## config.mk

```make
export PLATFORM = sky130hd
export DESIGN_NAME = line_timing
export DESIGN_NICKNAME = d
export VERILOG_FILES = /design/src/video_pkg.sv /design/src/line_timing.sv
export SDC_FILE = /design/constraint.sdc
export NUM_CORES = 1
export LEC_CHECK = 0
export BUFFER_PORTS_ARGS = -buffer_cell sky130_fd_sc_hd__buf_2
export CAP_MARGIN = 20
export CORE_UTILIZATION = 45
export CTS_CLUSTER_SIZE = 30
export DETAILED_ROUTE_END_ITERATION = 10
export PLACE_DENSITY = 0.68
export SYNTH_ARGS = -nofsm -noshare
export SYNTH_HDL_FRONTEND = slang
export SYNTH_SLANG_ARGS = --single-unit
```

## constraint.sdc

```tcl
create_clock -name clk_sys -period 1.7 [get_ports clk_sys]
set_input_delay 0.085 -clock clk_sys [delete_from_list [all_inputs] [get_ports clk_sys]]
set_output_delay 0.085 -clock clk_sys [all_outputs]
set_load 0.03 [all_outputs]
```

## src/video_pkg.sv

```systemverilog
`default_nettype none

package video_pkg;

	// width of one colour channel
	localparam int color_bits = 6;

	// line memory address, up to 1024 pixels per line
	localparam int addr_bits = 10;

	// ce_pix period counter, periods up to 15 clocks
	localparam int rate_bits = 4;

	// pixel index into one bank of the line memory
	typedef logic [addr_bits-1:0] addr_t;

	// one rgb pixel, 18 bits
	typedef struct packed {
		logic [color_bits-1:0] r;
		logic [color_bits-1:0] g;
		logic [color_bits-1:0] b;
	} pixel_t;

	// write side position, driven once per input pixel
	typedef struct packed {
		addr_t x;
		logic bank;
		logic en;
	} wr_pos_t;

	// read side position, driven once per output pixel
	typedef struct packed {
		addr_t x;
		logic bank;
		// set while the line is shown for the second time
		logic second;
		logic en;
	} rd_pos_t;

endpackage

`default_nettype wire

```

## src/line_timing.sv

```systemverilog
`timescale 1ns/1ns
`default_nettype none

module line_timing (
	input wire logic clk_sys,
	input wire logic reset,
	input wire logic ce_pix,
	input wire logic ce_x2,
	input wire logic hs_in,
	output logic hs_out,
	output video_pkg::wr_pos_t wr_pos,
	output video_pkg::rd_pos_t rd_pos
);

	// hs_in as sampled on the previous ce_pix
	logic hs_d;
	// index of the next input pixel in the current line
	video_pkg::addr_t hcnt;
	// rise position of the line in progress
	video_pkg::addr_t rise_pos;
	// rise position and last index of the previous complete line
	video_pkg::addr_t hs_rise;
	video_pkg::addr_t line_last;
	// output counter value after the next ce_x2
	video_pkg::addr_t out_next;
	logic hs_fall;
	logic hs_up;
	logic out_wrap;

	// edges are only seen on pixel strobes
	assign hs_fall = ce_pix & hs_d & ~hs_in;
	assign hs_up = ce_pix & ~hs_d & hs_in;

	// the output line ends at the stored length, or early on an input line start
	// so that output stays locked to input even if the line length changes
	assign out_wrap = hs_fall | (rd_pos.x == line_last);
	assign out_next = out_wrap ? '0 : rd_pos.x + 1'b1;

	// input side, runs on ce_pix
	always_ff @(posedge clk_sys) begin
		if (reset) begin
			hs_d <= 1'b0;
			hcnt <= '0;
			rise_pos <= '0;
			hs_rise <= '0;
			// no line measured yet, let the output counter run the full range
			line_last <= '1;
			wr_pos <= '0;
		end else begin
			wr_pos.en <= 1'b0;
			if (ce_pix) begin
				hs_d <= hs_in;
				// every strobe is written, including the one that starts a line
				wr_pos.en <= 1'b1;
				if (hs_fall) begin
					// falling hsync starts a line, hcnt holds the length of the old one
					line_last <= hcnt - 1'b1;
					hs_rise <= rise_pos;
					// new line goes to the other bank at index 0
					wr_pos.x <= '0;
					wr_pos.bank <= ~wr_pos.bank;
					hcnt <= video_pkg::addr_t'(1);
				end else begin
					wr_pos.x <= hcnt;
					hcnt <= hcnt + 1'b1;
				end
				if (hs_up)
					rise_pos <= hcnt;
			end
		end
	end

	// output side, runs on ce_x2
	// one output line is one input line length in ce_x2 strobes, so half the time
	always_ff @(posedge clk_sys) begin
		if (reset) begin
			hs_out <= 1'b0;
			rd_pos <= '0;
		end else begin
			rd_pos.en <= 1'b0;
			if (ce_x2) begin
				rd_pos.en <= 1'b1;
				rd_pos.x <= out_next;
				// same sync position as the input, in half the time
				if (out_next == '0)
					hs_out <= 1'b0;
				else if (out_next == hs_rise)
					hs_out <= 1'b1;
				if (hs_fall) begin
					// input line start, show the line that just finished
					// wr_pos.bank still names that bank in this cycle
					rd_pos.second <= 1'b0;
					rd_pos.bank <= wr_pos.bank;
				end else if (out_wrap) begin
					rd_pos.second <= ~rd_pos.second;
					// back to a first copy, take whichever bank is not written
					if (rd_pos.second)
						rd_pos.bank <= ~wr_pos.bank;
				end
			end
		end
	end

endmodule

`default_nettype wire

```

==> reports/results.ini <==
[outcome]
status=finished, violations left
violations=setup timing

[pwr]
ir_drop_mv=0.749
p_per_area_mw_per_mm2=785
p_int_mw=2.57
p_seq_frac=0.465
switching_share=0.259
power_mw=3.47
power_frac_comb=0.105
p_leak_nw=1.84
power.switching_mw=0.899
clkPwrFrac=0.430

[route]
ant_nets=0
vias_per_cell=5.41
drtIter0Drc=200
drc=0
wl_um=8910
first_pass_iters=5
vias=3092
wl_per_cell_um=15.6

[sta]
drv_slew=0
slew-limit-headroom=0.727
setup_viol_count_final=7
worstMarginPinSlew_ps=410
layout_min_cycle_time_ps=1870
finClkSkew_ps=12.8
rsz0062_at_grt=yes
holdWs_ps=17.8
fin_crit_sh=1.10
hold_viol=0
fmax_mhz=535
fin_ws_ps=-169

[synthesis]
synth_compound_area_frac=0.171
synth_adder_area_share=0.0114
synth.ff_latch_count=67
ys_warn_count=0
syn_nets=410
yosys.area_share.simple=0.237
synth_top_family_by_area=simple AND/OR/NAND/NOR gates
synth-xor-area-share=0.0916
synth_cell_types=50
seq_area_frac_synth=0.406
synth-edff-count=0
synth_top_area_share=0.406
synth_top_cell_by_area=dfxtp_1
synthCells=402
avgSynthCellArea_um2=8.22
ys_top_cells_by_area=dfxtp_1 41%, a21oi_1 7.0%, nor2_1 5.5%, xnor2_1 5.3%, nand2_1 4.7%
synth_ff_type=dfxtp_1
synthArstFlopShare=0
synth_mux_area_frac=0.0333
netlist_area_mm2=0.00331

[finish]
final_core_util=0.637
syn2layout_area_growth_pct=33.8
drive_gt1_frac=0.342
final_nets=479
mostFrequentLayoutCell=buf_4
regArea_mm2=0.00138
final_cells=572
fillers=571
multiInputGateArea_mm2=0.00204
mostFrequentLayoutCells=56 x buf_4, 51 x dfxtp_1, 46 x nor2_1
diodes=0

[clocking]
h-tree-depth=3
cts_root_buf=clkbuf_8
cts_tree=built
clk_pin_slew_ps=80
cts_buffer_depth=2
cts.sinks=67
numCtsBuffers=9
clk_latency_ps=350

[worst_setup_path]
reg2reg_depth=7
worstPathCellList=nand4_1 -> nor2_2 -> xnor2_2 -> o221ai_1 -> o31a_1 -> a22oi_1 -> o211a_1
worst_ep_required_time_ps=1980
crit_fanout=8
worstSetupEndpointType=register
max_stage_delay_ps=410
criticalPathCategory=reg2reg
critPathSlowestCell=dfxtp_4
arrival_ps=2150
start_kind=register

[floorplan]
coreArea_mm2=0.00694
fp-row-count=30
die_h_um=87.7
io_pins=31
die_area_mm2=0.00769
fp.dieW_um=87.7
start_util=0.476

[placement]
globalplace.congestion=0.921
portBuffers=30
dpl.cell_count=551
hpwl_um=6100

[hold_path]
hold_path_class=in2reg
min_path_cells=3

[grt]
grt_usage=0.236
grt_antenna_before_repair=0
grt_overflow=0
grt_start_max_net_pins=29
grt_pass1_vias=2827
grt_pass1_wl_um=13700

[run]
maxCapViolCount=0

-- repair_timing --
item,in CTS,in global routing
gates resized for setup,21,21
setup buffers,2,3
pin swaps,8,16
cloned,0,0
hold buffers,0,0
setup endpoints to repair,13,18
-- metal layers --
| metal | wire length (um) | global-route usage |
|---|---|---|
| met5 | 0 | 0 |
| met4 | 135 | 0.0790 |
| met3 | 430 | 0.0603 |
| met2 | 4320 | 0.383 |
| met1 | 4020 | 0.304 |
-- Yosys cell counts, drive strengths merged (3+ instances only) --
cell type	count
nand2	42
nand2b	13
ha	3
mux2i	11
nand3	15
a21oi	46
o221ai	3
a211oi	3
nand4	8
nor2b	3
nor3	6
xor2	9
xnor2	23
and3	3
inv	5
a211o	9
nor4	3
dfxtp	67
nor2	48
o21ai	11
clkbuf	22
buf	12
nor3b	3
or3	7
nand3b	4
-- flip-flops by register name, indices dropped and copies added (netlist names) --
register   flops
rise_pos      10
hcnt          10
line_last     10
hs_rise       10
wr_pos        12
rd_pos        13
hs_out         1
hs_d           1
-- through the flow --
stage	area, um^2	setup WS [ps]	setup TNS [ps]
after floorplan	3460	-158	-283
after global placement	3960	-148	-722
after detailed placement	3960	-224	-989
after CTS	4310	-147	-737
after global routing	4420	-236	-1300
final	4420	-169	-368
-- critical path: cells and delay by family, from the launching register on --
family,cells,cell delay [ps]
compound gates,4,800
xor+xnor,1,180
flops,1,410
simple gates,2,420
-- cells by family after synthesis --
| group | after synthesis |
|---|---|
| compound gates | 90 |
| xor+xnor | 32 |
| fa+ha+maj | 3 |
| buf+inv | 39 |
| flops | 67 |
| mux | 11 |
| simple gates | 160 |
-- final timing paths --
kind / start / slack, ps / to
hold / removal: hs_in / 20 / hs_d
setup / recovery: rd_pos[5] / -170 / hs_out
setup reg to reg: rd_pos[5] / -170 / hs_out
hold reg to reg: rise_pos[7] / 450 / hs_rise[7]
-- power groups by stage --
| stage | registers, mW | clock network [mW] | logic (mW) |
|---|---|---|---|
| final | 1.61 | 1.49 | 0.364 |
| after global routing | 1.62 | 1.58 | 0.392 |
| after CTS | 1.61 | 1.52 | 0.347 |
| after detailed placement | 1.65 | 0 | 0.332 |
| after global placement | 1.64 | 0 | 0.326 |
| after floorplan | 1.66 | 0 | 0.218 |
-- area by class of cell --
cell class	count	area share
Timing Repair Buffer	92	0.144
Tap cell	96	0.0272
Multi-Input combinational cell	296	0.460
Clock inverter	5	0.0147
Sequential cell	67	0.312
Clock buffer	11	0.0368
Inverter	5	0.00424
No activity file was read; power rests on OpenSTA's default activity.
