<file path="config.mk">
export PLATFORM = sky130hd
export DESIGN_NAME = pix_rate_gen
export DESIGN_NICKNAME = d
export VERILOG_FILES = /design/src/video_pkg.sv /design/src/pix_rate_gen.sv
export SDC_FILE = /design/constraint.sdc
export NUM_CORES = 1
export LEC_CHECK = 0
export ABC_AREA = 1
export BUFFER_PORTS_ARGS = -buffer_cell sky130_fd_sc_hd__buf_2
export CORE_AREA = 4 4 41 43
export CTS_CLUSTER_DIAMETER = 150
export CTS_CLUSTER_SIZE = 10
export DETAILED_ROUTE_END_ITERATION = 12
export DIE_AREA = 0 0 45 47
export GPL_TIMING_DRIVEN = 1
export PLACE_DENSITY = 0.53
export SKIP_LAST_GASP = 1
export SLEW_MARGIN = 25
export SYNTH_ARGS = -nofsm -noshare
export SYNTH_HDL_FRONTEND = slang
export SYNTH_SLANG_ARGS = --single-unit
</file>
<file path="constraint.sdc">
create_clock -name clk_sys -period 2.3 [get_ports clk_sys]
set_clock_uncertainty 0.15 [all_clocks]
set_input_delay 0.23 -clock clk_sys [delete_from_list [all_inputs] [get_ports clk_sys]]
set_output_delay 0.23 -clock clk_sys [all_outputs]
set_load 0.01 [all_outputs]
</file>
<file path="src/video_pkg.sv">
`default_nettype none

package video_pkg;

	// width of one colour channel
	localparam int color_bits = 6;

	// line memory address, up to 1024 pixels per line
	localparam int addr_bits = 10;

	// ce_pix period counter, periods up to 15 clocks
	localparam int rate_bits = 4;

	// pixel index into one bank of the line memory
	typedef logic [addr_bits-1:0] addr_t;

	// one rgb pixel, 18 bits
	typedef struct packed {
		logic [color_bits-1:0] r;
		logic [color_bits-1:0] g;
		logic [color_bits-1:0] b;
	} pixel_t;

	// write side position, driven once per input pixel
	typedef struct packed {
		addr_t x;
		logic bank;
		logic en;
	} wr_pos_t;

	// read side position, driven once per output pixel
	typedef struct packed {
		addr_t x;
		logic bank;
		// set while the line is shown for the second time
		logic second;
		logic en;
	} rd_pos_t;

endpackage

`default_nettype wire

</file>
<file path="src/pix_rate_gen.sv">
`timescale 1ns/1ns
`default_nettype none

module pix_rate_gen (
	input wire logic clk_sys,
	input wire logic reset,
	input wire logic ce_pix,
	output logic ce_x2
);

	// clocks since the last ce_pix, saturating
	logic [video_pkg::rate_bits-1:0] cnt;
	// clocks between the last two ce_pix strobes
	logic [video_pkg::rate_bits-1:0] period;
	// number of strobes seen since reset, stops at 2
	logic [1:0] seen;
	logic [video_pkg::rate_bits-1:0] half;
	logic mid;

	always_ff @(posedge clk_sys) begin
		if (reset) begin
			cnt <= '0;
			period <= '0;
			seen <= '0;
		end else if (ce_pix) begin
			// cnt is 1 on the clock right after a strobe
			cnt <= {{(video_pkg::rate_bits-1){1'b0}}, 1'b1};
			period <= cnt;
			if (seen != 2'd2)
				seen <= seen + 2'd1;
		end else if (cnt != '1) begin
			cnt <= cnt + 1'b1;
		end
	end

	// truncated half period, odd periods place the extra clock after the midpoint
	assign half = {1'b0, period[video_pkg::rate_bits-1:1]};

	// the period is only meaningful once two strobes have been measured
	// a half period of zero means ce_pix already runs every clock
	assign mid = seen[1] & ~ce_pix & (half != '0) & (cnt == half);

	// first pulse rides on ce_pix itself, second one sits midway
	assign ce_x2 = ce_pix | mid;

endmodule

`default_nettype wire

</file>
==> results.md, run 1 <==
* Max Fclk at between 600 and 700 MHz
* Ant diodes at 0
* DRC Markers at 0
* Leakage power at approximately 0.23 nW
* Post-route antenna net violation count at 0
* Placed cells at 82
* Startpoint types: register
* Net Sw Frac at 0.268
* Die width at approximately 45 microns
* CTS root buf: clkbuf_4
* Combinational power share at 0.121
* Post-synthesis cell type count at 15
* Yosys top cell by area: dfxtp_1
* Largest net degree at the start of global routing at 9
* CTS tree: yes
* Worst-path clk slew at ~60 ps
* IO Pins at 4
* Count of final setup violators at 0
* Gr ovfl total at 0
* Outcome: complete, no violations
* Pwr Density at between 600 and 700 mW/mm^2
* Num Clock Sinks at 9
* Yosys reg bits at 9
* Area grow syn2layout at 15.7%
* Fin crit share at 0.708
* Top cells by area, synth: dfxtp_1, nand2_1, inv_1
* Total number of vias at roughly 430
* Die Span Y at roughly 47 microns
* CTS resizes at 0
* Area post-placement at between 400 and 500 sq um
* Seq/Total Area, Yosys at 0.403
* Row count at 13
* Number of H-tree levels at 1
* Net total in the final layout at 78
* Skew-Pair Late Insertion Delay at 270 ps
* Arr. time, crit path at about 1300 ps
* Yosys warns at 0
* RSZ-0062 raised after global routing: no
* Share of post-route cells with drive strength above 1 at 0.139
* Net load switching power at 91.2 uW
* Initial antenna violation count at 0
* Share of the synthesized area in the top cell type at 0.403
* Design Power at between 300 and 400 uW
* Setup_tns at 0 ps
* WP data required at around 1900 ps
* Starting Density at 0.343
* Syn Nets at a little under 70
* Register share of total power at 0.507
* Worst Setup End Kind: output pin
* Drt first pass iters at 4
* Max Cap Violations at 0
* Final hold vios at 0
* WL/cell at about 11 microns
* Global Route Usage Sum at 0.120
* Maximum vdd ir drop at 0.000317 V
* Max-slew violation count at 0
* Post-detail-place hpwl at about 650 microns
* Gp weighted congestion at slightly below 0.8
* Via/cell ratio at a little under 5
* Min-delay worst type: primary input to register
* Max_slew headroom at 0.838
* TritonCTS buffer count at 3
* Final Cell Area at 517 sq um
* Clock share of power at 0.371
* Global-route wire length before repair at roughly 1700 microns
* Avg Cell Area, Syn at about 7.0 sq um
* Post-Layout Cell Count at 87
* Die Area at ~0.0021 sq mm
* Port Buf Inserts at 3
* Hold_ws at between 60 and 70 ps
* Synthesized area at between 400 and 500 sq um
* Worst reg-to-reg setup slack at 1040 ps
* Worst slew pin tran at 243 ps
* CP max FO at 5
* Crit Path Category: register to output pin
* Final Critical Period at roughly 1600 ps
* Max Buffers Root-to-Sink at 2
* Internal at around 250 uW
* Total Wirelength at around 930 microns
* Drt first-iter violations at 5
* Vias in the first global route at approximately 400
* CORE AREA at 0.00130 sq mm
* Mapped Cells at 64
## layer usage
layer	wire length, microns	up-vias	part of all wire	global-route usage
met1	452	189	0.49	0.133
li1	-	222	-	-
met3	51	7	0.055	0.0460
met5	0	-	0	0
met2	371	10	0.40	0.164
met4	51	0	0.055	0.140
## power by group through the flow
stage | sequential (mW) | combinational, mW | clock [mW]
global route | 0.174 | 0.0490 | 0.137
floorplan | 0.174 | 0.0297 | 0
CTS | 0.172 | 0.0411 | 0.130
global placement | 0.176 | 0.0393 | 0
detailed placement | 0.176 | 0.0395 | 0
finish | 0.173 | 0.0414 | 0.126
## kinds of logic after synthesis
group,synth area share
AO/OA/AOI/OAI,0.199
AND/OR/NAND/NOR,0.249
adder cells (fa/ha/maj),0.0560
buffers and inverters,0.0924
flip-flops,0.403
## worst paths after layout
check             cells after the start     from        end
setup reg to reg                      5   cnt[0]     cnt[1]
hold / removal                        2   ce_pix  period[3]
setup / recovery                      6   cnt[3]      ce_x2
hold reg to reg                       2  seen[0]    seen[0]
## state kept, by name (all words and copies together) (netlist names)
| signal | cells |
|---|---|
| cnt | 4 |
| period | 3 |
| seen | 2 |
## cell usage in the layout (no fill, tap or decap)
| cell | n |
|---|---|
| dfxtp_1 | 9 |
| o21ai_0 | 7 |
| inv_1 | 10 |
| o21ai_1 | 1 |
| buf_2 | 3 |
| a21oi_1 | 7 |
| nand2_2 | 1 |
| nand2_1 | 14 |
| nor2_4 | 1 |
| nand3_1 | 4 |
| nor2_2 | 1 |
| nor2_1 | 4 |
| a31oi_1 | 1 |
| clkbuf_4 | 3 |
| inv_2 | 1 |
| o21bai_1 | 1 |
| ha_1 | 2 |
| dlygate4sd3_1 | 1 |
| clkbuf_1 | 1 |
## worst max-delay path, stage by stage, from the launching register on
cell and delay (ps):
dfxtp_1 320, inv_1 180, nand2_1 80, nor2_1 130, nand3_1 90, nand2_1 50, buf_2 120
## per-stage QoR
stage                     worst slack [ps]  utilization
after floorplan                       1160            -
after global placement                 986        0.369
after detailed placement               986        0.369
after CTS                              683        0.397
after global routing                   501        0.397
final                                  671        0.397
## area by class of cell
| cell class | count | area, sq um |
|---|---|---|
| inverters | 11 | 41.3 |
| well taps | 15 | 18.8 |
| flip-flops and latches | 9 | 180 |
| repair buffers | 4 | 25.0 |
| multi-input cells | 44 | 225 |
| clock buffers | 4 | 26.3 |
| fillers | 143 | 785 |
## cells in the mapped netlist (all sizes together)
| cell type | n |
|---|---|
| nand2 | 15 |
| ha | 2 |
| a21oi | 7 |
| o21bai | 1 |
| dfxtp | 9 |
| nand3 | 4 |
| nor2 | 6 |
| a31oi | 1 |
| inv | 11 |
| o21ai | 8 |
## what timing repair did
item,in CTS,in global routing
hold endpoints to repair,1,0
buffers inserted,0,0
hold buffers,1,0
Power figures use the tool's default switching activity.
==> run 2: changes to the inputs <==
Settings changed: ABC_AREA 1 to 0.
Clock period 2.3 ns to 1.35 ns, I/O delays scaled along.
==> results.md, run 2 <==
* Outcome: finished, violations left
* Failing checks: negative setup slack
* IO Pins at 4 (unchanged)
* Area grow syn2layout at 25.3%
* Crit Path Category: register to output pin
* Post-synth ARST share at 0 (unchanged)
* Leakage power at 0.233 nW (+1.8%)
* CORE AREA at 0.00130 sq mm (unchanged)
* Vias in the first global route at 309 (-22%)
* Worst Setup End Kind: output pin
* Gp weighted congestion at 0.715 (-7.1%)
* Min-delay worst type: primary input to register
* DRC Markers at 0 (unchanged)
* Die width at 45 microns (unchanged)
* Initial antenna violation count at 0 (unchanged)
* Port Buf Inserts at 3 (unchanged)
* Top-count cell post-synth: dfxtp_1
* Top Family by Delay on Critical Path: flip-flops
* Final hold vios at 0 (unchanged)
* Hold_ws at 9.50 ps (-59.2 ps)
* Die Area at 0.00212 sq mm (unchanged)
* Row count at 13 (unchanged)
* Min-delay src: reset
* Most common cell after layout, fill and taps aside: nor2_1
* WP buf/inv at 1 (-1)
* Global Route Usage Sum at 0.0975 (-0.0229)
* Synthesized area at 425 sq um (-4.8%)
* CP max stage delay at 320 ps (about the same)
* Net load switching power at 138 uW (+51%)
* CP max-delay cell: dfxtp_2
* Pwr Density at 1070 mW/mm^2 (+63%)
* RSZ-0062 raised after global routing: yes
* WP data required at 1070 ps (-850 ps)
* Worst setup margin at -108 ps (-779 ps)
* Max_slew headroom at 0.791 (-0.0470)
* Yosys reg bits at 9 (unchanged)
* Max Buffers Root-to-Sink at 2 (unchanged)
* Worst slew pin tran at 313 ps (+70.0 ps)
* Count of final setup violators at 1 (+1)
* Ant diodes at 0 (unchanged)
* Number of synthesized flops with an enable pin at 0 (unchanged)
* Share of post-route cells with drive strength above 1 at 0.321 (+0.183)
* Sequential Area at 185 sq um (+2.8%)
* Drt first pass iters at 3 (-1)
* Starting Density at 0.327 (-0.0163)
* Multi-input gate area at 224 sq um (-0.56%)
* Global-route wire length before repair at 1360 microns (-18%)
* Largest net degree at the start of global routing at 10 (+1)
* Final Critical Period at about 1500 ps
* Register share of total power at 0.508 (about the same)
* Setup crit start: period[3]
* Combinational power share at 0.130 (+0.009)
* Design Power at 571 uW (+68%)
* Worst path cell trace: nand2b_1 -> and3_1 -> a41o_1 -> buf_2
* Net Sw Frac at 0.241 (-0.0268)
* Commonest cells in the netlist: dfxtp_1, nor2_1, mux2i_1, xnor2_1, inv_1
* Arr. time, crit path at 1170 ps (-80 ps)
* Num Clock Sinks at 9 (unchanged)
* WL/cell at 11.2 microns (+4.8%)
* Post-route antenna net violation count at 0 (unchanged)
* Fillers at 144 (+0.70%)
* RR Startpoint: cnt[0]
* Fin crit share at 1.08
* Yosys top cell by area: dfxtp_1
* Syn Nets at 50 (-28%)
* Commonest non-fill, non-tap cells in the layout: nor2_1, dfxtp_1
* Max FFs per register at 4 (unchanged)
* Mapped Cells at 45 (-30%)
* CTS root buf: clkbuf_4
* Max Cap Violations at 0 (unchanged)
* Startpoint types: register
* Avg Cell Area, Syn at 9.45 sq um (+35%)
* Total Wirelength at 792 microns (-14%)
* Dominant synthesized flop cell: dfxtp_1
* Net total in the final layout at 62 (-21%)
* Worst-path clk slew at 60 ps (about the same)
* CTS tree: yes
* Yosys warns at 0 (unchanged)
* Max-slew violation count at 0 (unchanged)
* Internal at 433 uW (+74%)
* Maximum vdd ir drop at 0.000487 V (+54%)
* Die Span Y at 47 microns (unchanged)
* Skew-Pair Late Insertion Delay at 260 ps (about the same)
* Total number of vias at 331 (-23%)
* Drt first-iter violations at 1 (-4)
* Post-synthesis cell type count at 21 (+6)
* Number of H-tree levels at 1 (unchanged)
* Clock share of power at 0.361 (-0.010)
* Max Fclk at ~690 MHz
* TritonCTS buffer count at 3 (unchanged)
* CP max FO at 2 (-3)
* Top cells by area, synth: dfxtp_1, mux2i_1, xnor2_1
* Top flop regs: cnt: 4 flops, period: 3 flops, seen: 2 flops
* Gr ovfl total at 0 (unchanged)
* Via/cell ratio at 4.66 (-5.2%)
* Most flop-heavy register: cnt
* Seq/Total Area, Yosys at 0.424 (+0.0202)
* Share of the synthesized area in the top cell type at 0.424 (+0.0202)
==> run 2: cell count changes in the layout (fill, tap and decap cells not counted), sizes merged, moves of 2 or more <==
cell   before  now
nand3       4    2
mux2i       0    4
buf         3    9
inv        11    3
xnor2       0    4
o21ai       8    1
nor3        0    2
a21oi       7    1
nand2      15    0
==> run 2: power by group through the flow <==
stage	clock network, mW	logic (mW)	registers [mW]
after global routing	0.227	0.0848	0.292
after global placement	0	0.0728	0.295
after floorplan	0	0.0529	0.296
final	0.206	0.0744	0.290
after CTS	0.214	0.0740	0.290
after detailed placement	0	0.0718	0.295
==> run 2: final timing paths <==
check | slack [ps] | cells after the start | to
max | -110 | 4 | ce_x2
min | 10 | 2 | cnt[0]
max reg2reg | 90 | 3 | cnt[3]
min reg2reg | 360 | 2 | period[3]
==> run 2: metrics by stage <==
step / setup TNS [ps] / setup slack (ps) / utilization / cells / instance area [sq um]
floorplan: 0 / 126 / - / 45 / 425
CTS: -114 / -114 / 0.403 / 70 / 524
detailed placement: 0 / 83.9 / 0.367 / 65 / 478
global placement: 0 / 106 / 0.367 / 65 / 478
finish: -108 / -108 / 0.410 / 71 / 533
global route: -214 / -167 / 0.410 / 71 / 533
==> run 2: timing repair <==
item                                    in CTS  in global routing
hold buffers                                 0                  0
pin swaps                                    1                  0
gates cloned                                 0                  0
endpoints found under the setup margin       1                  3
setup buffers                                1                  1
resized for setup                            6                  1
==> run 2: area by class of cell <==
class                           instances  area share
Multi-Input combinational cell         31       0.420
Clock buffer                            4      0.0493
Tap cell                               15      0.0352
Inverter                                3      0.0211
Sequential cell                         9       0.347
Timing Repair Buffer                    9       0.127
==> run 2: cell families after synthesis <==
logic type / share of synthesized area
simple gates: 0.168
mux: 0.0941
compound gates: 0.121
fa+ha+maj: 0.0588
buf+inv: 0.0529
flops: 0.424
xor+xnor: 0.0823
==> run 2: worst register-to-register path, stage by stage, from the launching register on <==
cell	delay, ps
dfxtp_1	370
ha_1	210
nor3_1	60
a2111oi_1	350
==> run 2: per-layer routing <==
layer,GRT usage,wire length (microns),vias up
li1,-,-,179
met1,0.122,412,142
met2,0.130,326,6
met3,0.0345,33,4
met4,0.0877,19,0
met5,0,0,-
